[config.mk]
export PLATFORM = sky130hd
export DESIGN_NAME = lookup_pipeline
export DESIGN_NICKNAME = d
export VERILOG_FILES = /design/src/hw/routing_pkg.sv /design/src/hw/lookup_pipeline.sv
export VERILOG_INCLUDE_DIRS = /design/src /design/src/include
export SDC_FILE = /design/constraint.sdc
export NUM_CORES = 1
export LEC_CHECK = 0
export ABC_AREA = 1
export BUFFER_PORTS_ARGS = -buffer_cell sky130_fd_sc_hd__buf_2
export CORE_AREA = 2 2 368 370
export CTS_CLUSTER_DIAMETER = 30
export CTS_CLUSTER_SIZE = 8
export DETAILED_ROUTE_END_ITERATION = 10
export DIE_AREA = 0 0 370 372
export PLACE_DENSITY_LB_ADDON = 0.1
export SYNTH_ARGS = -nofsm -noshare
export SYNTH_HDL_FRONTEND = slang
export SYNTH_SLANG_ARGS = --single-unit
[constraint.sdc]
create_clock -name clk -period 2.3 [get_ports clk]
set_input_delay 0.115 -clock clk [delete_from_list [all_inputs] [get_ports clk]]
set_output_delay 0.115 -clock clk [all_outputs]
set_load 0.01 [all_outputs]
[src/include/routing_consts.svh]
`ifndef ROUTING_CONSTS_SVH
`define ROUTING_CONSTS_SVH

// ====================
// Table sizes
// ====================
`define ROUTE_MAX_HOSTS       64   // Host table depth
`define ROUTE_MAX_SWITCHES    16   // Path banks, also depth of each bank

// ====================
// External memory
// ====================
`define ROUTE_MEM_AW          32
`define ROUTE_MEM_DW          32

// Image layout in words
`define ROUTE_HDR_WORDS       2    // Host count then highest switch id
`define ROUTE_HOST_WORDS      2    // IP then switch id
`define ROUTE_PATH_WORDS      2    // Flag and port then next hop IP
`define ROUTE_PATH_VALID_BIT  31

// ====================
// Lookup timing
// ====================
`define ROUTE_LOOKUP_LATENCY  3    // Request to response cycles

`endif

[src/hw/routing_pkg.sv]
`include "routing_consts.svh"

package routing_pkg;

    // Basic fields
    typedef logic [$clog2(`ROUTE_MAX_HOSTS)-1:0]    host_idx_t;
    typedef logic [$clog2(`ROUTE_MAX_SWITCHES)-1:0] switch_id_t;
    typedef logic [31:0]                            ip_addr_t;
    typedef logic [15:0]                            port_t;

    // Host table entry, 36 bits
    typedef struct packed {
        ip_addr_t   ip;
        switch_id_t sw_id;     // Switch the host hangs off
    } host_entry_t;

    // Path bank entry, 49 bits
    typedef struct packed {
        logic       valid;
        port_t      out_port;
        ip_addr_t   next_hop_ip;
    } path_entry_t;

    // Loader FSM, one state per image region
    typedef enum logic [2:0] {
        st_idle,
        st_header,
        st_hosts,
        st_paths,
        st_done
    } loader_state_t;

endpackage

[src/hw/lookup_pipeline.sv]
`timescale 1ns/1ns
`include "routing_consts.svh"

module lookup_pipeline (
    input  logic                              clk,
    input  logic                              rst_n,
    input  logic                              system_ready,
    input  logic [$clog2(`ROUTE_MAX_HOSTS):0] cfg_host_count,
    input  routing_pkg::switch_id_t           cfg_max_sw_id,
    input  logic                              req_valid,
    input  routing_pkg::switch_id_t           req_src_sw,
    input  routing_pkg::host_idx_t            req_dst_host,
    input  routing_pkg::host_entry_t          host_rdata,
    input  routing_pkg::path_entry_t          path_rdata [`ROUTE_MAX_SWITCHES],
    output routing_pkg::host_idx_t            host_raddr,
    output routing_pkg::switch_id_t           path_raddr,
    output logic                              resp_valid,
    output logic                              resp_path_valid,
    output routing_pkg::ip_addr_t             resp_host_ip,
    output routing_pkg::port_t                resp_out_port,
    output routing_pkg::ip_addr_t             resp_next_hop_ip
);

    import routing_pkg::*;

    logic        req_take;
    logic        req_miss;
    logic        s1_vld;
    switch_id_t  s1_src;
    logic        s1_miss;
    logic        s2_vld;
    switch_id_t  s2_src;
    logic        s2_miss;
    ip_addr_t    s2_host_ip;
    path_entry_t sel_path;

    // ====================
    // Stage 1 host read
    // ====================
    assign req_take   = req_valid && system_ready;
    assign host_raddr = req_dst_host;

    // Unknown host or source switch outside the loaded range
    assign req_miss = ({1'b0, req_dst_host} >= cfg_host_count)
                   || (req_src_sw == '0)
                   || (req_src_sw > cfg_max_sw_id);

    // ====================
    // Stage 2 bank read
    // ====================
    assign path_raddr = host_rdata.sw_id;   // Same address to every bank

    // Stage 3 picks the source switch's bank
    assign sel_path = path_rdata[s2_src];

    always_ff @(posedge clk or negedge rst_n) begin
        if (!rst_n) begin
            s1_vld          <= 1'b0;
            s2_vld          <= 1'b0;
            resp_valid      <= 1'b0;
            resp_path_valid <= 1'b0;
        end else begin
            s1_vld          <= req_take;
            s2_vld          <= s1_vld;
            resp_valid      <= s2_vld;
            resp_path_valid <= s2_vld && sel_path.valid && !s2_miss;
        end
    end

    // Payload follows the valids
    always_ff @(posedge clk) begin
        s1_src           <= req_src_sw;
        s1_miss          <= req_miss;
        s2_src           <= s1_src;
        s2_miss          <= s1_miss;
        s2_host_ip       <= host_rdata.ip;
        resp_host_ip     <= s2_host_ip;
        resp_out_port    <= sel_path.out_port;
        resp_next_hop_ip <= sel_path.next_hop_ip;
    end

    // Fixed latency in both directions
    a_resp_follows_req: assert property (@(posedge clk) disable iff (!rst_n)
        req_take |-> ##(`ROUTE_LOOKUP_LATENCY) resp_valid
    ) else $error("accepted request without response");

    a_resp_has_req: assert property (@(posedge clk) disable iff (!rst_n)
        resp_valid |-> $past(req_take, `ROUTE_LOOKUP_LATENCY)
    ) else $error("response without accepted request");

endmodule

==> impl_metrics.toml <==
[route]
routedWlPerCell_um = 20.6
drcViolationCount = 0
vias = 16200
routed_wirelength_um = 94000
drt_pre_antenna_iters = 5
detail-route-antenna-nets = 0
detail_route.vias_per_cell = 3.54
drt_iter0_markers = 695

[die]
floorplan.io_pins = 937
fp.dieArea_um2 = 138000
initial_utilization = 0.0755
fp.dieH_um = 372
die_width_um = 370
placeableCoreArea_um2 = 134000
core.rowCount = 135

[yosys]
synth_largest_type_area_fraction = 0.241
synth_area_leader_cell = "sky130_fd_sc_hd__dfxtp_1"
mappedNetlistNets = 2541
syn-mean-instance-area_um2 = 6.02
mapped_area_um2 = 10100
number_of_distinct_library_cell_variants_in_the_gate_level_netlist_after_synthesis = 24
synth_top_cells_by_area = "sky130_fd_sc_hd__dfxtp_1 24%, sky130_fd_sc_hd__o21ai_0 16%, sky130_fd_sc_hd__nor2_1 15%, sky130_fd_sc_hd__o211ai_1 14%, sky130_fd_sc_hd__nand3_1 5.2%"
synth_seq_cells = 126
synthesized_instance_count = 1686
yosys_warnings = 0
seq_area_frac_synth = 0.251

[setup_path]
combined_buffer_and_inverter_count_along_the_critical_path = 3
worst_setup_path_end_kind = "flop"
type_of_the_worst_setup_path = "flop to flop"
reg2reg_path_depth = 7
cp.required_ns = 2.70
rrSetupSlack_ns = 0.16
worst_path_max_delay_cell = "sky130_fd_sc_hd__dlygate4sd3_1"
worst-path-max-fanout = 55
critical_path_cell_count = 7
setup.worst_path.start = "s2_src[0]$_DFF_P_"
stage_delay_of_the_slowest_cell_on_the_critical_path_ns = 0.55
crit_chain = "buf_4, buf_16, o21ai_0, o211ai_1, nand3_1, dlygate4sd3_1, nand2_1"
r2r_end = "resp_out_port[4]$_DFF_P_"
worstSetupStartpointType = "flop"
cp-endpoint = "resp_out_port[4]$_DFF_P_"
cp_top_family = "buffers and inverters"
worst_ep_arrival_time_ns = 2.54
reg2reg_from = "s2_src[0]$_DFF_P_"

[cells_and_area]
commonest_non_fill_non_tap_cell_in_the_layout = "sky130_fd_sc_hd__buf_2"
area.growth.synth_to_final_pct = 97.0
most_frequent_cells_in_the_layout = "928 x sky130_fd_sc_hd__buf_2, 405 x sky130_fd_sc_hd__nor2_1, 320 x sky130_fd_sc_hd__o21ai_0"
post-route-util = 0.149
post-route-cell-area_um2 = 20000
num-fill-cells = 15900
finalNetCount = 3616
final_layout_size_suffix_gt1_frac = 0.379

[clock_network]
cts_num_sinks = 126
ctsRootBufferMaster = "sky130_fd_sc_hd__clkbuf_16"
clk_pin_slew_worst_paths_ns = 0.07
cts_htree_levels = 4
worst_skew_pair.late_latency_ns = 0.51
maximum_clock_path_buffer_count = 2
cts_made_buffers = 17
clock_tree_from_tritoncts = "done"

[sta]
finalSetupViolations = 0
report.final.slew_viol_count = 0
layout_worst_path_cycle_share = 0.932
fin_skew_ns = 0.0205
max_freq_ghz = 0.466
worst_pin_slew_ns = 0.787
period_minus_slack_ns = 2.14
finalHoldViolations = 0
slew_headroom = 0.470
worst_slack_ns = 0.156

[global_route]
via_count_of_the_first_global_routing_pass = 16600
grt_first_pass_wirelength_um = 124000
globalRouteTotalUtil = 0.128
antenna_found_initial = 26
largest_net_degree_at_the_start_of_global_routing = 110
grt_overflow_total = 0

[pwr]
pleak_nw = 9.08
ir_drop_mv = 0.451
power.density_cell_area_nw_per_um2 = 426
finalPower_mw = 8.52

[place]
placed_cell_area_um2 = 17000
port-buffer-count = 928
final_weighted_congestion_of_routability_driven_global_placement = 0.825
place.detailed.hpwl_um = 76000
dp_worst_setup_slack_ns = 0.270

[status]
outcome = "finished, final reports clean"

[hold_path]
hp-class = "input port to flop"

[job]
max-cap-violations = 0
==> sequential cells by signal, summed over array words and instances, names as in the netlist <==
| signal | flops |
|---|---|
| s2_miss | 1 |
| resp_out_port | 16 |
| s1_miss | 1 |
| resp_host_ip | 32 |
| resp_valid | 1 |
| s2_src | 4 |
| resp_next_hop_ip | 32 |
| resp_path_valid | 1 |
| s2_vld | 1 |
| s2_host_ip | 32 |
| s1_src | 4 |
| s1_vld | 1 |
==> metrics by stage <==
stage | hold slack (ns) | setup TNS [ns] | instances
floorplan | -0.181 | 0 | 1686
global placement | -0.0705 | 0 | 4296
detailed placement | -0.0766 | 0 | 4296
CTS | 0.00117 | 0 | 4544
global route | 0.0367 | -0.00180 | 4569
finish | 0.0586 | 0 | 4571
==> per-layer routing <==
metal,routed length [µm],up-vias,GRT usage,part of all wire
li1,-,7963,-,-
met1,40300,7562,0.156,0.43
met2,47200,556,0.225,0.50
met3,4790,79,0.0286,0.051
met4,1720,12,0.0364,0.018
met5,66,-,0,0.00070
==> cell families after synthesis <==
logic type	after synthesis	share of synthesized area
compound gates	671	0.380
simple gates	593	0.233
buf+inv	286	0.124
fa+ha+maj	10	0.0123
flops	126	0.251
==> report_power, final <==
part | switching, mW | leakage, nW | internal (mW)
Combinational | 1.67 | 7.71 | 1.43
Sequential | 0.0692 | 1.08 | 2.36
Clock | 1.52 | 0.289 | 1.46
==> timing repair <==
action,in CTS,in global routing
buffers inserted,0,8
resized for setup,0,10
setup endpoints to repair,0,22
endpoints found under the hold margin,88,0
hold buffers,216,0
==> synthesized netlist by cell type <==
cell type,count
sky130_fd_sc_hd__dfxtp_1,122
sky130_fd_sc_hd__a21oi_2,1
sky130_fd_sc_hd__buf_4,16
sky130_fd_sc_hd__dfrtp_1,4
sky130_fd_sc_hd__clkbuf_1,96
sky130_fd_sc_hd__ha_1,10
sky130_fd_sc_hd__buf_1,18
sky130_fd_sc_hd__nor3_1,1
sky130_fd_sc_hd__buf_2,29
sky130_fd_sc_hd__nand2_1,79
sky130_fd_sc_hd__nand3_1,106
sky130_fd_sc_hd__and3_1,1
sky130_fd_sc_hd__a21o_1,1
sky130_fd_sc_hd__a21oi_1,89
sky130_fd_sc_hd__a22oi_1,1
sky130_fd_sc_hd__buf_6,12
sky130_fd_sc_hd__inv_1,112
sky130_fd_sc_hd__o21ai_1,65
sky130_fd_sc_hd__inv_2,3
sky130_fd_sc_hd__nor2_1,405
sky130_fd_sc_hd__o21bai_1,1
sky130_fd_sc_hd__nand4_1,1
sky130_fd_sc_hd__o21ai_0,321
sky130_fd_sc_hd__o211ai_1,192
==> area by class of cell <==
cell class / instances / area, µm² / share of cell area
well taps: 1781 / 2230 / 0.112
multi-input cells: 1274 / 6340 / 0.317
inverters: 115 / 452 / 0.0226
clock inverters: 15 / 168 / 0.00839
clock buffers: 17 / 425 / 0.0213
flip-flops and latches: 126 / 2560 / 0.128
repair buffers: 1227 / 7770 / 0.389
diodes: 16 / 40.0 / 0.00200
==> worst min-delay path: stages <==
cell and delay (ns):
sky130_fd_sc_hd__buf_2 0.08, sky130_fd_sc_hd__o21ai_1 0.06, sky130_fd_sc_hd__o211ai_1 0.09, sky130_fd_sc_hd__nand3_1 0.10, sky130_fd_sc_hd__nand2_1 0.08
==> worst min-delay path by stage <==
stage | startpoint | end | slack [ns] | cells past startpoint
after floorplan | rst_n | resp_path_valid$_DFF_PN0_ | -0.18 | 0
after global placement | rst_n | resp_valid$_DFF_PN0_ | -0.07 | 1
after detailed placement | rst_n | resp_path_valid$_DFF_PN0_ | -0.08 | 1
after CTS | path_rdata[560] | resp_next_hop_ip[21]$_DFF_P_ | 0.001 | 5
after global routing | path_rdata[151] | resp_next_hop_ip[4]$_DFF_P_ | 0.04 | 5
final | path_rdata[771] | resp_out_port[4]$_DFF_P_ | 0.06 | 5
(Power assumes the default switching activity.)
