===== config.mk =====
export PLATFORM = sky130hd
export DESIGN_NAME = table_loader
export DESIGN_NICKNAME = d
export VERILOG_FILES = /design/src/hw/routing_pkg.sv /design/src/hw/table_loader.sv
export VERILOG_INCLUDE_DIRS = /design/src /design/src/include
export SDC_FILE = /design/constraint.sdc
export NUM_CORES = 1
export LEC_CHECK = 0
export BUFFER_PORTS_ARGS = -buffer_cell sky130_fd_sc_hd__buf_2
export CORE_AREA = 2 2 140 142
export CTS_CLUSTER_SIZE = 24
export DETAILED_ROUTE_END_ITERATION = 7
export DIE_AREA = 0 0 142 144
export GPL_TIMING_DRIVEN = 0
export PLACE_DENSITY = 0.68
export SLEW_MARGIN = 20
export SYNTH_ARGS = -nofsm -noshare
export SYNTH_HDL_FRONTEND = slang
export SYNTH_SLANG_ARGS = --single-unit

===== constraint.sdc =====
create_clock -name clk -period 4.7 [get_ports clk]
set_input_delay 0.94 -clock clk [delete_from_list [all_inputs] [get_ports clk]]
set_output_delay 0.94 -clock clk [all_outputs]
set_load 0.01 [all_outputs]

===== src/include/routing_consts.svh =====
`ifndef ROUTING_CONSTS_SVH
`define ROUTING_CONSTS_SVH

// ====================
// Table sizes
// ====================
`define ROUTE_MAX_HOSTS       64   // Host table depth
`define ROUTE_MAX_SWITCHES    16   // Path banks, also depth of each bank

// ====================
// External memory
// ====================
`define ROUTE_MEM_AW          32
`define ROUTE_MEM_DW          32

// Image layout in words
`define ROUTE_HDR_WORDS       2    // Host count then highest switch id
`define ROUTE_HOST_WORDS      2    // IP then switch id
`define ROUTE_PATH_WORDS      2    // Flag and port then next hop IP
`define ROUTE_PATH_VALID_BIT  31

// ====================
// Lookup timing
// ====================
`define ROUTE_LOOKUP_LATENCY  3    // Request to response cycles

`endif


===== src/hw/routing_pkg.sv =====
`include "routing_consts.svh"

package routing_pkg;

    // Basic fields
    typedef logic [$clog2(`ROUTE_MAX_HOSTS)-1:0]    host_idx_t;
    typedef logic [$clog2(`ROUTE_MAX_SWITCHES)-1:0] switch_id_t;
    typedef logic [31:0]                            ip_addr_t;
    typedef logic [15:0]                            port_t;

    // Host table entry, 36 bits
    typedef struct packed {
        ip_addr_t   ip;
        switch_id_t sw_id;     // Switch the host hangs off
    } host_entry_t;

    // Path bank entry, 49 bits
    typedef struct packed {
        logic       valid;
        port_t      out_port;
        ip_addr_t   next_hop_ip;
    } path_entry_t;

    // Loader FSM, one state per image region
    typedef enum logic [2:0] {
        st_idle,
        st_header,
        st_hosts,
        st_paths,
        st_done
    } loader_state_t;

endpackage


===== src/hw/table_loader.sv =====
`timescale 1ns/1ns
`include "routing_consts.svh"

module table_loader (
    input  logic                              clk,
    input  logic                              rst_n,
    input  logic                              start_init,
    input  logic [`ROUTE_MEM_DW-1:0]          mem_data,
    output logic [`ROUTE_MEM_AW-1:0]          mem_addr,
    output logic                              init_busy,
    output logic                              system_ready,
    output logic                              host_we,
    output routing_pkg::host_idx_t            host_waddr,
    output routing_pkg::host_entry_t          host_wdata,
    output logic [`ROUTE_MAX_SWITCHES-1:0]    path_we,
    output routing_pkg::switch_id_t           path_waddr,
    output routing_pkg::path_entry_t          path_wdata,
    output logic [$clog2(`ROUTE_MAX_HOSTS):0] cfg_host_count,
    output routing_pkg::switch_id_t           cfg_max_sw_id
);

    import routing_pkg::*;

    loader_state_t state_q;
    logic          rd_vld_q;      // mem_data holds a requested word
    logic [1:0]    word_q;        // Word position inside current entry
    logic          last_word;
    host_idx_t     host_idx_q;
    switch_id_t    src_q;
    switch_id_t    dst_q;
    ip_addr_t      host_ip_q;
    logic          path_vld_q;
    port_t         path_port_q;

    assign init_busy    = state_q inside {st_header, st_hosts, st_paths};
    assign system_ready = (state_q == st_done);

    // Entry length depends on the region being read
    always_comb begin
        case (state_q)
            st_header: last_word = (word_q == 2'(`ROUTE_HDR_WORDS - 1));
            st_hosts:  last_word = (word_q == 2'(`ROUTE_HOST_WORDS - 1));
            st_paths:  last_word = (word_q == 2'(`ROUTE_PATH_WORDS - 1));
            default:   last_word = 1'b0;
        endcase
    end

    // ====================
    // Address stream and FSM
    // ====================
    // One address per cycle while busy. The word for each address comes back a
    // cycle later and the image regions are contiguous, so the FSM only follows
    // the returning words.
    always_ff @(posedge clk or negedge rst_n) begin
        if (!rst_n) begin
            state_q        <= st_idle;
            mem_addr       <= '0;
            rd_vld_q       <= 1'b0;
            word_q         <= '0;
            host_idx_q     <= '0;
            src_q          <= '0;
            dst_q          <= '0;
            cfg_host_count <= '0;
            cfg_max_sw_id  <= '0;
            host_we        <= 1'b0;
            path_we        <= '0;
        end else begin
            host_we  <= 1'b0;     // Write strobes are single cycle
            path_we  <= '0;
            rd_vld_q <= init_busy;
            if (init_busy) begin
                mem_addr <= mem_addr + 1'b1;
            end
            if (init_busy && rd_vld_q) begin
                word_q <= last_word ? 2'd0 : word_q + 2'd1;
            end

            case (state_q)
                st_idle: begin
                    if (start_init) begin
                        state_q  <= st_header;
                        mem_addr <= '0;
                        word_q   <= '0;
                    end
                end

                st_header: begin
                    if (rd_vld_q && word_q == 2'd0) begin
                        cfg_host_count <= mem_data[$clog2(`ROUTE_MAX_HOSTS):0];
                    end
                    if (rd_vld_q && last_word) begin
                        cfg_max_sw_id <= mem_data[$bits(switch_id_t)-1:0];
                        host_idx_q    <= '0;
                        src_q         <= switch_id_t'(1);
                        dst_q         <= switch_id_t'(1);
                        // Empty host list skips straight to the paths
                        state_q <= (cfg_host_count == '0) ? st_paths : st_hosts;
                    end
                end

                st_hosts: begin
                    if (rd_vld_q && last_word) begin
                        host_we    <= 1'b1;
                        host_idx_q <= host_idx_q + 1'b1;
                        if ({1'b0, host_idx_q} == cfg_host_count - 1'b1) begin
                            state_q <= st_paths;
                        end
                    end
                end

                st_paths: begin
                    if (rd_vld_q && last_word) begin
                        path_we[src_q] <= 1'b1;
                        if (dst_q == cfg_max_sw_id) begin
                            dst_q <= switch_id_t'(1);   // Row-major, next source
                            if (src_q == cfg_max_sw_id) begin
                                state_q <= st_done;
                            end else begin
                                src_q <= src_q + 1'b1;
                            end
                        end else begin
                            dst_q <= dst_q + 1'b1;
                        end
                    end
                end

                st_done: ;   // Ready until reset

                default: state_q <= st_idle;
            endcase
        end
    end

    // ====================
    // Entry assembly
    // ====================
    always_ff @(posedge clk) begin
        if (rd_vld_q && state_q == st_hosts) begin
            if (!last_word) begin
                host_ip_q <= mem_data;
            end else begin
                host_waddr <= host_idx_q;
                host_wdata <= '{ip: host_ip_q, sw_id: mem_data[$bits(switch_id_t)-1:0]};
            end
        end
        if (rd_vld_q && state_q == st_paths) begin
            if (!last_word) begin
                path_vld_q  <= mem_data[`ROUTE_PATH_VALID_BIT];
                path_port_q <= mem_data[$bits(port_t)-1:0];
            end else begin
                path_waddr <= dst_q;
                path_wdata <= '{valid: path_vld_q, out_port: path_port_q,
                                next_hop_ip: mem_data};
            end
        end
    end

    // Header ranges, image is trusted otherwise
    a_host_count: assert property (@(posedge clk) disable iff (!rst_n)
        (rd_vld_q && state_q == st_header && word_q == 2'd0)
            |-> (mem_data <= `ROUTE_MAX_HOSTS)
    ) else $error("host count 0x%0h exceeds table", mem_data);

    a_max_sw_id: assert property (@(posedge clk) disable iff (!rst_n)
        (rd_vld_q && state_q == st_header && last_word)
            |-> (mem_data >= 1 && mem_data <= `ROUTE_MAX_SWITCHES - 1)
    ) else $error("highest switch id 0x%0h out of range", mem_data);

    a_busy_ready: assert property (@(posedge clk) disable iff (!rst_n)
        !(init_busy && system_ready)
    ) else $error("init_busy and system_ready both high");

endmodule


==> summary.txt <==
Worst R2R End: host_idx_q[3]
Clock transition at path regs: 0.06 ns
Sequential area share after synthesis: 0.755
Finished Core Util: 0.554
Share of total power in the clock network: 0.298
Total CTS buffers: 24
Worst Skew: 0.0109 ns
H-Tree Depth: 1
CTS resizes: 0
Final WS setup: 2.15 ns
Core area: 0.0191 mm²
Syn_nets: 589
Static Leakage: 4.34 nW
First-pass GRT wire length: 27800 µm
Synthesized instance count: 545
Critical path endpoint category: output pin
Worst hold path class: input port to asynchronous set/reset pin
Number of setup buffers added after CTS: 0
Power Dens Cells: 596 mW/mm²
Minimum clock period: 2.55 ns
CTS tree: yes
Unrepaired setup endpoints after global routing: no
Initial core utilization: 0.439
Placer Congestion: 0.840
Clock Tree Buf Depth: 3
Drt first pass iters: 4
Setup_tns: 0 ns
Antenna violations before repair: 0
Int Power: 4.34 mW
Post-synth EDFFs: 144
Sw frac: 0.310
Worst Path Required: 3.76 ns
Share of layout cells above drive strength 1: 0.357
Total wire length: 17800 µm
#FFs+latches synth: 224
Post-DRT Antenna Nets: 0
Comb power frac: 0.238
HPWL Detailed: 12400 µm
Port Buffers: 191
Worst setup SP type: flip-flop
Clk sinks: 224
Pins Over Slew Limit: 0
Die Ht: 144 µm
Asr flop ratio synth: 0.357
Final setup viols: 0
Ant diodes: 0
Reg2reg path depth: 8
VDD IR-drop max: 262 µV
Via Count: 5203
Fin Hold WS: 0.350 ns
Sw power: 1.96 mW
CP Cell Sequence: o21ba_4 > buf_4 > buf_2
Tot GR Track Use: 0.172
Arrival @ worst endpoint: 1.61 ns
FF-to-FF setup slack: 2.40 ns
Synthesized cell area: 0.00838 mm²
DR vias/cell: 5.09
Die ar.: 0.0204 mm²
Crit-path slowest cell: dfrtp_1
Worst-path fanout max: 11
Clock latency on the worst-skew pair: 0.51 ns
Max Fclk: 392 MHz
Ys flop type: edfxtp_1
Vias in the first global route: 5156
Clock Tree Root: clkbuf_16
Number of synthesis warnings: 0
Global route overflow: 0
Sequential power share: 0.464
Max cap viols: 0
Hold buffer count at cts: 0
Post-route DRC: 0
Dpl ws: 2.16 ns
Top Ports: 192
Final hold viol count: 0
CP Class: flip-flop to output pin
Rows: 51
R2R Path Start: state_q[0]
Pwr Total: 6.30 mW
Initial DRC count: 282
Layout Nets: 811
Crit-path max cell delay: 0.48 ns
Wire per inst: 17.4 µm
Part of the cycle the worst path needs: 0.543
Worst slew margin relative to its limit: 0.395
Largest net degree at the start of global routing: 55
Syn_area_per_cell: 15.4 µm²
Library cells used by synthesis: 48
Area Overhead vs Synth: 26.0%
Slew @ Worst Pin: 0.900 ns
Die width: 142 µm
Status: finished, final reports clean
[worst max-delay path, delay by kind of cell (launching register included)]
family          cells  cell delay (ns)
compound gates      1             0.29
flops               1             0.48
buf+inv             2             0.33
[per-stage QoR]
stage               instances  area, µm²
finish                   1023      10600
global route             1023      10600
CTS                      1023      10600
detailed placement        979       9760
global placement          974       9640
floorplan                 545       8380
[logic make-up after synthesis]
kind of cell | after synthesis | share of synthesized area
multiplexers | 13 | 0.0172
AO/OA/AOI/OAI | 48 | 0.0357
buffers and inverters | 33 | 0.0184
AND/OR/NAND/NOR | 173 | 0.114
adder cells (fa/ha/maj) | 9 | 0.0134
flip-flops | 224 | 0.755
XOR/XNOR | 45 | 0.0470
[placed cells by master, fill, tap and decap left out, types with 8 or more instances in the layout]
cell type,count
nor3_1,20
o21ai_1,8
clkbuf_16,24
ha_1,9
nor2_1,54
nand2_1,30
xor2_1,13
nand3_1,13
edfxtp_1,144
xnor2_1,32
o21ai_0,17
inv_1,14
a21oi_1,12
nand4_1,11
clkbuf_1,9
buf_2,195
dfrtp_1,80
mux2_2,11
nor4_2,10
[power groups by stage]
| stage | registers [mW] | logic, mW | clock network (mW) |
|---|---|---|---|
| detailed placement | 2.96 | 1.51 | 0 |
| global route | 2.98 | 1.65 | 2.01 |
| finish | 2.92 | 1.50 | 1.88 |
| CTS | 2.93 | 1.52 | 1.93 |
| floorplan | 3.04 | 0.771 | 0 |
| global placement | 2.96 | 1.39 | 0 |
[flip-flops by register name, summed over array words and instances (netlist names), 6 cells and up]
name,count
cfg_host_count,7
path_wdata,49
host_idx_q,6
path_we,16
host_wdata,36
host_ip_q,32
path_port_q,16
host_waddr,6
mem_addr,32
[metal layers]
layer	vias to the layer above	track usage	routed length (µm)
met4	0	0.0505	368
met3	38	0.0404	1170
met1	2550	0.225	7560
met2	192	0.290	8670
li1	2423	-	-
met5	-	0	0
[cells in the mapped netlist (all sizes together) (2+ instances only)]
cell,count,share of area
and3,6,0.0045
xor2,13,0.014
or3,6,0.0045
buf,11,0.0079
nand2,30,0.013
or2,2,0.0015
a21oi,12,0.0072
a31oi,2,0.0015
nor2,58,0.028
nor3,21,0.013
nand4,13,0.012
nand3,13,0.0078
nand2b,4,0.0030
clkbuf,7,0.0031
o21ai,25,0.015
nor4,10,0.015
ha,9,0.013
mux2i,2,0.0024
inv,14,0.0063
xnor2,32,0.033
edfxtp,144,0.52
and4,2,0.0021
mux2,11,0.015
nand3b,2,0.0018
dfrtp,80,0.24
[how the worst max path moves through the flow]
stage	startpoint	end	slack [ns]	cells after the start
finish	state_q[2]	init_busy	2.15	3
global route	state_q[2]	init_busy	2.10	3
CTS	state_q[2]	init_busy	2.15	3
detailed placement	start_init	mem_addr[24]	2.16	5
global placement	state_q[1]	host_ip_q[14]	0.94	6
floorplan	state_q[1]	host_ip_q[0]	1.88	6
[layout make-up]
class / instances / area [µm²]
fill: 1524 / 8520
tap: 238 / 298
inverter: 15 / 61.3
timing repair buffer: 196 / 1070
clock buffer: 26 / 608
buffer: 18 / 92.6
sequential: 224 / 6330
multi-input combinational: 288 / 1910
clock inverter: 18 / 193
Power figures use the tool's default switching activity.
