## src/hw/table_ram.sv

```systemverilog
`timescale 1ns/1ns

module table_ram #(
    parameter type entry_t = logic [31:0],
    parameter int  DEPTH   = 16
) (
    input  logic                     clk,
    input  logic                     write_en,
    input  logic [$clog2(DEPTH)-1:0] write_addr,
    input  entry_t                   write_data,
    input  logic [$clog2(DEPTH)-1:0] read_addr,
    output entry_t                   read_data
);

    entry_t mem [DEPTH];

    // Synchronous write, registered read
    always_ff @(posedge clk) begin
        if (write_en) begin
            mem[write_addr] <= write_data;
        end
        read_data <= mem[read_addr];   // Old data on same-address write
    end

    // Loader must stay inside the table
    a_write_in_range: assert property (
        @(posedge clk) write_en |-> (int'(write_addr) < DEPTH)
    ) else $error("table_ram write_addr %0d out of range", write_addr);

endmodule

```

## config.mk

```make
export PLATFORM = sky130hd
export DESIGN_NAME = table_ram
export DESIGN_NICKNAME = d
export VERILOG_FILES = /design/src/hw/table_ram.sv
export SDC_FILE = /design/constraint.sdc
export NUM_CORES = 1
export LEC_CHECK = 0
export ABC_AREA = 0
export BUFFER_PORTS_ARGS = -buffer_cell sky130_fd_sc_hd__buf_2
export CORE_MARGIN = 2
export CORE_UTILIZATION = 45
export DETAILED_ROUTE_END_ITERATION = 10
export HOLD_SLACK_MARGIN = 0.12
export PLACE_DENSITY = 0.7
export SLEW_MARGIN = 10
export SYNTH_ARGS = -nofsm -noshare
export SYNTH_HDL_FRONTEND = slang
export SYNTH_SLANG_ARGS = --single-unit
```

## constraint.sdc

```tcl
create_clock -name clk -period 9.3 [get_ports clk]
set_input_delay 1.86 -clock clk [delete_from_list [all_inputs] [get_ports clk]]
set_output_delay 1.86 -clock clk [all_outputs]
set_load 0.03 [all_outputs]
```

==> results by group, run 1 <==
Clock network
  • Setup Fix Bufs, Post-CTS: 0
  • Clock Root Buffer: clkbuf_16
  • Hold buffer count at cts: 0
  • Clock Tree Buf Depth: 3
  • H-tree depth: 2
  • # resized after CTS: 0
  • CTS tree: yes
  • Cts bufs inserted: 53
  • Worst skew pair latency: 0.57 ns
  • Clock Sink Count: 544
  • CTS clock-pin slew for the worst setup and hold paths: 0.06 ns

STA
  • Setup TNS: 0 ns
  • Setup violators final: 0
  • Pins Over Slew Limit: 0
  • Fin crit period: 3.86 ns
  • Worst-margin pin slew: 1.13 ns
  • RSZ-0062 raised after global routing: false
  • Period utilization: 0.415
  • Slew HR: 0.248
  • Clock Skews: 0.0159 ns
  • Fin. Hold Viols: 0
  • FMAX: 0.259 GHz

Worst setup path
  • CP Depth: 5
  • Crit-path most repeated cell: buf_4
  • Reg2reg setup slack: 7.98 ns
  • Startpoint types: input pin
  • Crit-path leading delay family: buffers and inverters
  • R2R Path End: read_data[16]
  • Worst setup path endpoint: read_data[28]
  • Crit Reg-Reg Startpoint: mem[11][16]
  • Worst setup EP type: register
  • Critical-path maximum fanout: 65
  • Worst EP arrival: 4.30 ns
  • CP max-delay cell: buf_4
  • Critical path cell sequence: buf_4 > buf_4 > mux4_2 > a22oi_1 > nand2_1
  • R2R cell count: 3
  • Crit Path Category: input pin to register
  • Crit path launch: read_addr[1]
  • Worst path bufs/invs: 2
  • Required time worst endpoint: 9.74 ns
  • Critical Path Max Stage Delay: 0.89 ns

Die
  • Die width: 214 um
  • # rows: 76
  • Die Ht: 214 um
  • Die area: 0.0458 mm^2
  • Core area: 0.0433 mm^2
  • Initial core utilization: 0.459
  • Io pins: 74

Power
  • Switching share of power: 0.203
  • Leak: 7.25 nW
  • Worst VDD drop: 0.000135 V
  • Comb power frac: 0.052
  • PwrDens: 223 mW/mm^2
  • Switch Pwr: 0.00103 W
  • Cell internal pwr: 0.00403 W
  • Clock Power Share: 0.402
  • Total power: 0.00505 W
  • Seq pwr share: 0.546

Place
  • Placer Congestion: 0.689
  • HPWL after detailed placement: 18,600 um
  • Number of port buffers: 73

Yosys
  • Sequential share of the synthesized area: 0.807
  • Async SR Flop Fraction: 0
  • Dominant synthesized flop cell: edfxtp_1
  • Post-Syn Area per Cell: 23.7 um^2
  • FF+latch count, synth: 544
  • Post-synth top cells: edfxtp_1, mux4_2, a22oi_1, nand2_1, dfxtp_1
  • Mapped Area: 0.0199 mm^2
  • Area share of the largest cell type after synthesis: 0.774
  • Post-synth cell types: 18
  • Synth warnings: 0
  • Dominant cells by area after synthesis: edfxtp_1, mux4_2, dfxtp_1, a22oi_1, nand2_1
  • Syn_nets: 880
  • Post-synth EDFFs: 512
  • Synthesized instance count: 838
  • Count leader, synth: edfxtp_1
  • Leading area contributor after synthesis: edfxtp_1

Global route
  • Gr ovfl total: 0
  • Grt met2 use: 0.284
  • Initial antenna violation count: 3
  • Largest net degree at the start of global routing: 66
  • Number of global-route vias before repair: 9,475
  • GRT Overall Usage: 0.181
  • GRT met1 Usage: 0.266
  • First-pass GRT wire length: 61,100 um
  • Gr busiest metal: met2
  • Grt met3 use: 0.0362

Cells and area
  • Fraction of layout cells with a size suffix above 1: 0.315
  • Diodes inserted: 0
  • Nets: 987
  • FILL cells: 3,288
  • Area grow syn2layout: 14.3%

Detailed routing
  • Pre-antenna DRT Iters: 5
  • Routed wire length: 40,800 um
  • First-iteration detailed-routing DRC count: 988
  • Average wire per standard cell: 26.0 um
  • Post-DR vias/cell: 5.70
  • Final ANT Viol Nets: 0
  • Vias: 8,959
  • DR DRC count: 0

Outcome
  • Outcome: finished clean

Job
  • Max-cap violation count: 0

Hold path
  • HP Class: register to register
placed cells by master, fill, tap and decap left out:
master and instances:
edfxtp_1 512, clkinv_2 5, mux4_2 128, nand2_1 33, nand2b_1 2, a22oi_1 64
clkinv_1 10, or3b_2 1, nand3b_1 2, nor3_2 4, clkbuf_8 4, dfxtp_1 32
bufinv_16 3, buf_4 23, nand3_1 1, nor2_4 13, clkbuf_1 21, buf_2 71
inv_6 1, nor2b_4 2, clkbuf_16 55, and2_2 1
layout make-up:
cell class              count  area, um^2  share of cell area
well taps                 585         732              0.0322
flip-flops and latches    544       16000               0.706
multi-input cells         251        3750               0.165
repair buffers             95         542              0.0239
clock buffers              79        1500              0.0659
clock inverters            19         161             0.00711
worst min-delay path: stages (launching register included):
cell	delay (ns)
edfxtp_1	0.31
mux4_2	0.22
a22oi_1	0.06
nand2_1	0.06
kinds of logic after synthesis:
kind of cell | share of synthesized area
buffers and inverters | 0.0112
and+or+nand+nor | 0.0127
DFF | 0.807
muxes | 0.145
AOI/OAI and AO/OA | 0.0242
registers in the layout (all words and copies together), names as in the netlist:
| register | flops |
|---|---|
| mem | 512 |
| read_data | 32 |
metrics by stage:
step | hold WS (ns) | std cells | instance area, um^2 | worst slack, ns | util
2_1_floorplan | 0.635 | 838 | 19900 | 4.26 | -
3_3_place_gp | 0.651 | 1475 | 21000 | 4.88 | 0.486
3_5_place_dp | 0.649 | 1475 | 21000 | 4.87 | 0.486
4_1_cts | 0.672 | 1573 | 22700 | 5.43 | 0.525
5_1_grt | 0.702 | 1573 | 22700 | 5.34 | 0.525
6_report | 0.672 | 1573 | 22700 | 5.44 | 0.525
power groups by stage:
stage          clock network (W)  logic (W)  registers (W)
2_1_floorplan                  0   0.000132        0.00284
3_3_place_gp                   0   0.000258        0.00281
3_5_place_dp                   0   0.000264        0.00281
4_1_cts                  0.00207   0.000265        0.00276
5_1_grt                  0.00217   0.000281        0.00276
6_report                 0.00203   0.000261        0.00276
per-layer routing:
| metal | wire length [um] | vias up | part of all wire |
|---|---|---|---|
| li1 | - | 3792 | - |
| met1 | 17700 | 4755 | 0.43 |
| met2 | 19400 | 348 | 0.48 |
| met3 | 3060 | 60 | 0.075 |
| met4 | 676 | 4 | 0.017 |
| met5 | 19 | - | 0.00047 |
worst min-delay path by stage:
stage / from / endpoint / slack, ns / depth (start not counted)
6_report: mem[14][8] / read_data[8] / 0.67 / 3
4_1_cts: mem[7][6] / read_data[6] / 0.67 / 3
3_5_place_dp: mem[14][28] / read_data[28] / 0.65 / 3
5_1_grt: mem[14][19] / read_data[19] / 0.70 / 3
3_3_place_gp: mem[14][21] / read_data[21] / 0.65 / 3
2_1_floorplan: mem[14][0] / read_data[0] / 0.63 / 3
Note: power is estimated with default switching activity, not from simulation.
==> run 2: changes to the inputs <==
==> constraint.sdc (replaced) <==
create_clock -name clk -period 3.81 [get_ports clk]
set_input_delay 0.762 -clock clk [delete_from_list [all_inputs] [get_ports clk]]
set_output_delay 0.762 -clock clk [all_outputs]
set_load 0.03 [all_outputs]
==> run 2 against run 1 <==
- critical endpoint is now read_data[1]
- wire length is 3.3% lower
- register-to-register slack got worse by 5.6 ns
- global-route usage down 0.65 points
- largest cell class unchanged
- die area did not move
- first-iteration DRC count up 11%
- largest power group unchanged
- worst hold slack lost 0.10 ns
- highest routed layer unchanged
- combinational power is 150% higher
==> results by group, run 2 (synthesis results as in run 1) <==
Outcome
  • Outcome: finished clean

Worst setup path
  • Startpoint types: input pin
  • Reg2reg setup slack: 2.43 ns (-5.55 ns)
  • Critical Path Max Stage Delay: 0.55 ns (-0.34 ns)
  • Crit-path leading delay family: buffers and inverters
  • Critical-path maximum fanout: 50 (-23%)
  • Required time worst endpoint: 4.26 ns (-5.48 ns)
  • Worst EP arrival: 2.54 ns (-1.76 ns)
  • Worst path bufs/invs: 2 (unchanged)
  • Crit Path Category: input pin to register
  • CP max-delay cell: mux4_2
  • Critical path cell sequence: clkbuf_8 > buf_4 > mux4_2 > a22oi_1 > nand2_1
  • Worst setup EP type: register

STA
  • Setup violators final: 0 (unchanged)
  • FMAX: 0.478 GHz
  • Fin crit period: 2.09 ns
  • Fin. Hold Viols: 0 (unchanged)
  • Period utilization: 0.549
  • RSZ-0062 raised after global routing: false
  • Clock Skews: 0.0120 ns (-0.00391 ns)
  • Setup TNS: 0 ns (unchanged)
  • Slew HR: 0.269 (+0.0206)
  • Pins Over Slew Limit: 0 (unchanged)
  • Worst-margin pin slew: 1.10 ns (-0.0309 ns)

Place
  • HPWL after detailed placement: 19,600 um (+5.2%)
  • Dpl cell area: 0.0212 mm^2 (+0.72%)
  • Placer Congestion: 0.682 (-0.89%)
  • Number of port buffers: 73 (unchanged)

Global route
  • GRT Overall Usage: 0.174 (-0.00647)
  • Gr ovfl total: 0 (unchanged)
  • First-pass GRT wire length: 59,400 um (-2.8%)
  • Number of global-route vias before repair: 9,236 (-2.5%)
  • Initial antenna violation count: 2 (-1)
  • Largest net degree at the start of global routing: 51 (-23%)

Detailed routing
  • First-iteration detailed-routing DRC count: 1,098 (+11%)
  • Final ANT Viol Nets: 0 (unchanged)
  • Vias: 8,988 (+0.32%)
  • Average wire per standard cell: 24.9 um (-4.1%)
  • Pre-antenna DRT Iters: 5 (unchanged)
  • Post-DR vias/cell: 5.66 (-0.56%)
  • DR DRC count: 0 (unchanged)
  • Routed wire length: 39,500 um (-3.3%)

Power
  • PwrDens: 538 mW/mm^2 (+140%)
  • Worst VDD drop: 0.000292 V (+120%)
  • Leak: 7.33 nW (+1.1%)

Clock network
  • Setup Fix Bufs, Post-CTS: 0 (unchanged)
  • CTS clock-pin slew for the worst setup and hold paths: 0.06 ns (about the same)
  • Clock Root Buffer: clkbuf_16
  • Cts bufs inserted: 53 (unchanged)
  • H-tree depth: 2 (unchanged)
  • Clock Sink Count: 544 (unchanged)
  • # resized after CTS: 0 (unchanged)
  • Worst skew pair latency: 0.56 ns (about the same)
  • Clock Tree Buf Depth: 3 (unchanged)
  • Hold buffer count at cts: 0 (unchanged)
  • CTS tree: yes

Die
  • # rows: 76 (unchanged)
  • Die area: 0.0458 mm^2 (unchanged)
  • Io pins: 74 (unchanged)
  • Core area: 0.0433 mm^2 (unchanged)
  • Die width: 214 um (unchanged)
  • Initial core utilization: 0.459 (unchanged)
  • Die Ht: 214 um (unchanged)

Job
  • Max-cap violation count: 0 (unchanged)

Cells and area
  • Fraction of layout cells with a size suffix above 1: 0.326 (+0.0109)
  • Commonest non-fill, non-tap cell in the layout: edfxtp_1
  • Max reg flops: 512 (unchanged)
  • Area grow syn2layout: 15.1%
  • Nets: 998 (+1.1%)
  • Most frequent cells in the layout: edfxtp_1, mux4_2, buf_2
  • Top flop regs: mem (512), read_data (32)
  • Largest register by flop count: mem
  • Fin area: 0.0229 mm^2 (+0.68%)

Hold path
  • HP Class: input pin to register
-- run 2: changes by cell type in the layout (fill, tap and decap cells not counted), moves of 2 or more --
cell / previous run / this run
buf_4: 23 / 29
buf_12: 0 / 5
clkbuf_1: 21 / 17
clkbuf_8: 4 / 8
bufinv_16: 3 / 1
clkinv_1: 10 / 12
-- run 2: cell type report --
class	instances	area, um^2
antenna	1	2.50
clock buffer	79	1540
clock inverter	21	121
fill	3270	20400
multi-input combinational	251	3760
sequential	544	16000
tap	585	732
timing repair buffer	106	687
-- run 2: layer usage --
layer  vias up  track usage  share of wire
met5         -            0        0.00051
met1      4780        0.270           0.45
li1       3815            -              -
met3        65       0.0336          0.075
met4         4       0.0415          0.018
met2       324        0.258           0.46
-- run 2: worst paths after layout --
kind,start,cells past startpoint,end
worst max register to register,mem[2][20],3,read_data[20]
worst max-delay path,read_addr[0],5,read_data[1]
worst min-delay path,write_data[26],1,mem[14][26]
worst min register to register,mem[15][21],3,read_data[21]
-- run 2: metrics by stage --
step | instances | hold WS (ns) | setup slack (ns) | util | total power, W
after global routing | 1586 | 0.553 | 1.53 | 0.528 | 0.0127
final | 1587 | 0.568 | 1.72 | 0.528 | 0.0123
after global placement | 1486 | 0.649 | 1.09 | 0.490 | 0.00750
after floorplan | 838 | 0.635 | 0.169 | - | 0.00725
after CTS | 1586 | 0.534 | 1.69 | 0.528 | 0.0124
after detailed placement | 1486 | 0.656 | 1.08 | 0.490 | 0.00752
-- run 2: power by group --
group / internal (W) / switching [W] / total (W)
registers: 0.00669 / 0.0000383 / 0.00673
logic: 0.000246 / 0.000405 / 0.000651
clock network: 0.00284 / 0.00208 / 0.00492
==> run 3: changes to the inputs <==
--- a/config.mk
+++ b/config.mk
@@ -11,7 +11,7 @@
 export CORE_UTILIZATION = 45
 export DETAILED_ROUTE_END_ITERATION = 10
 export HOLD_SLACK_MARGIN = 0.12
-export PLACE_DENSITY = 0.7
+export PLACE_DENSITY = 0.72
 export SLEW_MARGIN = 10
 export SYNTH_ARGS = -nofsm -noshare
 export SYNTH_HDL_FRONTEND = slang
==> constraint.sdc (replaced) <==
create_clock -name clk -period 1.8 [get_ports clk]
set_input_delay 0.36 -clock clk [delete_from_list [all_inputs] [get_ports clk]]
set_output_delay 0.36 -clock clk [all_outputs]
set_load 0.03 [all_outputs]
==> run 3 against run 2 <==
- core utilization up 1.4 points
- final cell count increased by 1.9%
- wire length up 4.3%
- count of clock-buffer cells in the layout down 5
- sequential cell count stayed put
- combinational power grew 130%
- register-to-register slack worse by 2.0 ns
- non-clock buffer count grew 32
- sequential share of layout area shrank 1.8 points
- die area unchanged
- sequential power is 110% higher
- via count rose by 1.4%
- critical path type is now register to primary output
- critical endpoint is now read_data[19]
==> results by group, run 3 (synthesis results as in run 1) <==
Cells and area
  • Area grow syn2layout: 18.1%
  • Max reg flops: 512 (unchanged)
  • Top flop regs: mem (512), read_data (32)
  • Largest register by flop count: mem
  • Commonest non-fill, non-tap cell in the layout: edfxtp_1
  • Final cell count without fillers: 1,617 (+1.9%)
  • Nets: 1,029 (+3.1%)
  • Most frequent cells in the layout: edfxtp_1, mux4_2, buf_2
  • Fraction of layout cells with a size suffix above 1: 0.344 (+0.0180)

Hold path
  • End of the worst hold path: mem[8][6]
  • Worst Min Path Start: write_data[6]
  • HP Class: input pin to register
  • Hold depth: 1 (unchanged)

Worst setup path
  • Critical path cell sequence: buf_2
  • Crit Reg-Reg Startpoint: mem[0][4]
  • Required time worst endpoint: 1.44 ns (-2.82 ns)
  • Critical Path Max Stage Delay: 0.39 ns (-0.16 ns)
  • R2R Path End: read_data[4]
  • Worst path bufs/invs: 1 (-1)
  • R2R cell count: 3 (unchanged)
  • Startpoint types: register
  • Crit-path leading delay family: flip-flops
  • Worst EP arrival: 1.19 ns (-1.35 ns)
  • Crit Path Category: register to primary output
  • Critical-path maximum fanout: 1 (-98%)
  • Reg2reg setup slack: 0.42 ns (-2.01 ns)
  • Worst setup EP type: primary output
  • CP max-delay cell: dfxtp_1

STA
  • Setup violators final: 0 (unchanged)
  • Period utilization: 0.863
  • Fin crit period: 1.55 ns
  • Clock Skews: 0.0128 ns (+0.000791 ns)
  • RSZ-0062 raised after global routing: false
  • Worst-margin pin slew: 0.972 ns (-0.125 ns)
  • Setup TNS: 0 ns (unchanged)
  • Final worst setup slack: 0.247 ns (-1.47 ns)
  • FMAX: 0.644 GHz
  • Pins Over Slew Limit: 0 (unchanged)
  • Slew HR: 0.351 (+0.0820)
  • Fin. Hold Viols: 0 (unchanged)

Detailed routing
  • DR DRC count: 0 (unchanged)
  • Final ANT Viol Nets: 0 (unchanged)
  • First-iteration detailed-routing DRC count: 990 (-9.8%)
  • Average wire per standard cell: 25.5 um (+2.4%)
  • Vias: 9,114 (+1.4%)
  • Post-DR vias/cell: 5.64 (-0.48%)
  • Routed wire length: 41,200 um (+4.3%)
  • Pre-antenna DRT Iters: 5 (unchanged)

Global route
  • Gr ovfl total: 0 (unchanged)
  • Largest net degree at the start of global routing: 40 (-22%)
  • Number of global-route vias before repair: 9,523 (+3.1%)
  • Initial antenna violation count: 5 (+3)
  • GRT Overall Usage: 0.182 (+0.00784)
  • First-pass GRT wire length: 61,700 um (+3.9%)

Die
  • Initial core utilization: 0.459 (unchanged)
  • Io pins: 74 (unchanged)
  • # rows: 76 (unchanged)
  • Die Ht: 214 um (unchanged)
  • Die width: 214 um (unchanged)
  • Die area: 0.0458 mm^2 (unchanged)
  • Core area: 0.0433 mm^2 (unchanged)

Clock network
  • CTS clock-pin slew for the worst setup and hold paths: 0.06 ns (about the same)
  • Clock Sink Count: 544 (unchanged)
  • Clock Root Buffer: clkbuf_16
  • CTS tree: yes
  • Cts bufs inserted: 52 (-1.9%)
  • Clock Tree Buf Depth: 3 (unchanged)
  • Setup Fix Bufs, Post-CTS: 0 (unchanged)
  • Worst skew pair latency: 0.58 ns (+0.02 ns)
  • # resized after CTS: 0 (unchanged)
  • Hold buffer count at cts: 0 (unchanged)
  • H-tree depth: 2 (unchanged)

Place
  • Placer Congestion: 0.709 (+4.0%)
  • Number of port buffers: 73 (unchanged)
  • Post-Place Worst Slack: -0.0827 ns (-1.16 ns)
  • HPWL after detailed placement: 22,500 um (+15%)
  • Dpl cells: 1,518 (+2.2%)

Power
  • Seq pwr share: 0.550 (+0.003)
  • Cell internal pwr: 0.0206 W (+110%)
  • Switch Pwr: 0.00535 W (+110%)
  • Worst VDD drop: 0.000634 V (+120%)
  • PwrDens: 1100 mW/mm^2 (+110%)
  • Leak: 7.57 nW (+3.3%)
  • Switching share of power: 0.207 (+0.00155)
  • Clock Power Share: 0.392 (-0.008)
  • Comb power frac: 0.058 (+0.005)

Outcome
  • Outcome: finished clean

Job
  • Max-cap violation count: 0 (unchanged)
[run 3: stage by stage]
stage / utilization / hold slack (ns) / area, um^2 / total power (W)
after floorplan: - / 0.459 / 20000 / 0.0154
after global placement: 0.505 / 0.651 / 21900 / 0.0160
after detailed placement: 0.505 / 0.656 / 21900 / 0.0160
after CTS: 0.542 / 0.128 / 23400 / 0.0261
after global routing: 0.542 / 0.153 / 23400 / 0.0267
final: 0.542 / 0.154 / 23400 / 0.0259
[run 3: final cells by class]
class / count / area (um^2)
diodes: 2 / 5.00
clock buffers: 74 / 1430
clock inverters: 23 / 163
fillers: 3151 / 19800
multi-input cells: 251 / 3780
flip-flops and latches: 544 / 16000
well taps: 585 / 732
repair buffers: 138 / 1330
[run 3: metal layers]
layer,part of all wire,GRT usage,wire length [um],up-vias
met5,0.00092,0,38,-
met3,0.069,0.0376,2840,54
met4,0.016,0.0469,667,6
li1,-,-,-,3876
met2,0.50,0.296,20600,336
met1,0.41,0.254,17100,4842
[run 3: worst max-delay path by stage]
stage                  startpoint             to  slack [ns]  cells after the start
finish              read_data[19]  read_data[19]        0.25                      1
CTS                 read_data[11]  read_data[11]        0.22                      1
global route        read_data[17]  read_data[17]        0.20                      1
floorplan           write_addr[2]      mem[1][0]       -0.25                      2
global placement     read_addr[3]   read_data[6]       -0.05                      5
detailed placement   read_addr[3]   read_data[9]       -0.08                      5
[run 3: power by group through the flow]
stage,Combinational [W],Sequential (W),Clock (W)
floorplan,0.000697,0.0147,0
finish,0.00149,0.0143,0.0102
global placement,0.00148,0.0145,0
CTS,0.00152,0.0143,0.0103
detailed placement,0.00151,0.0145,0
global route,0.00160,0.0143,0.0108
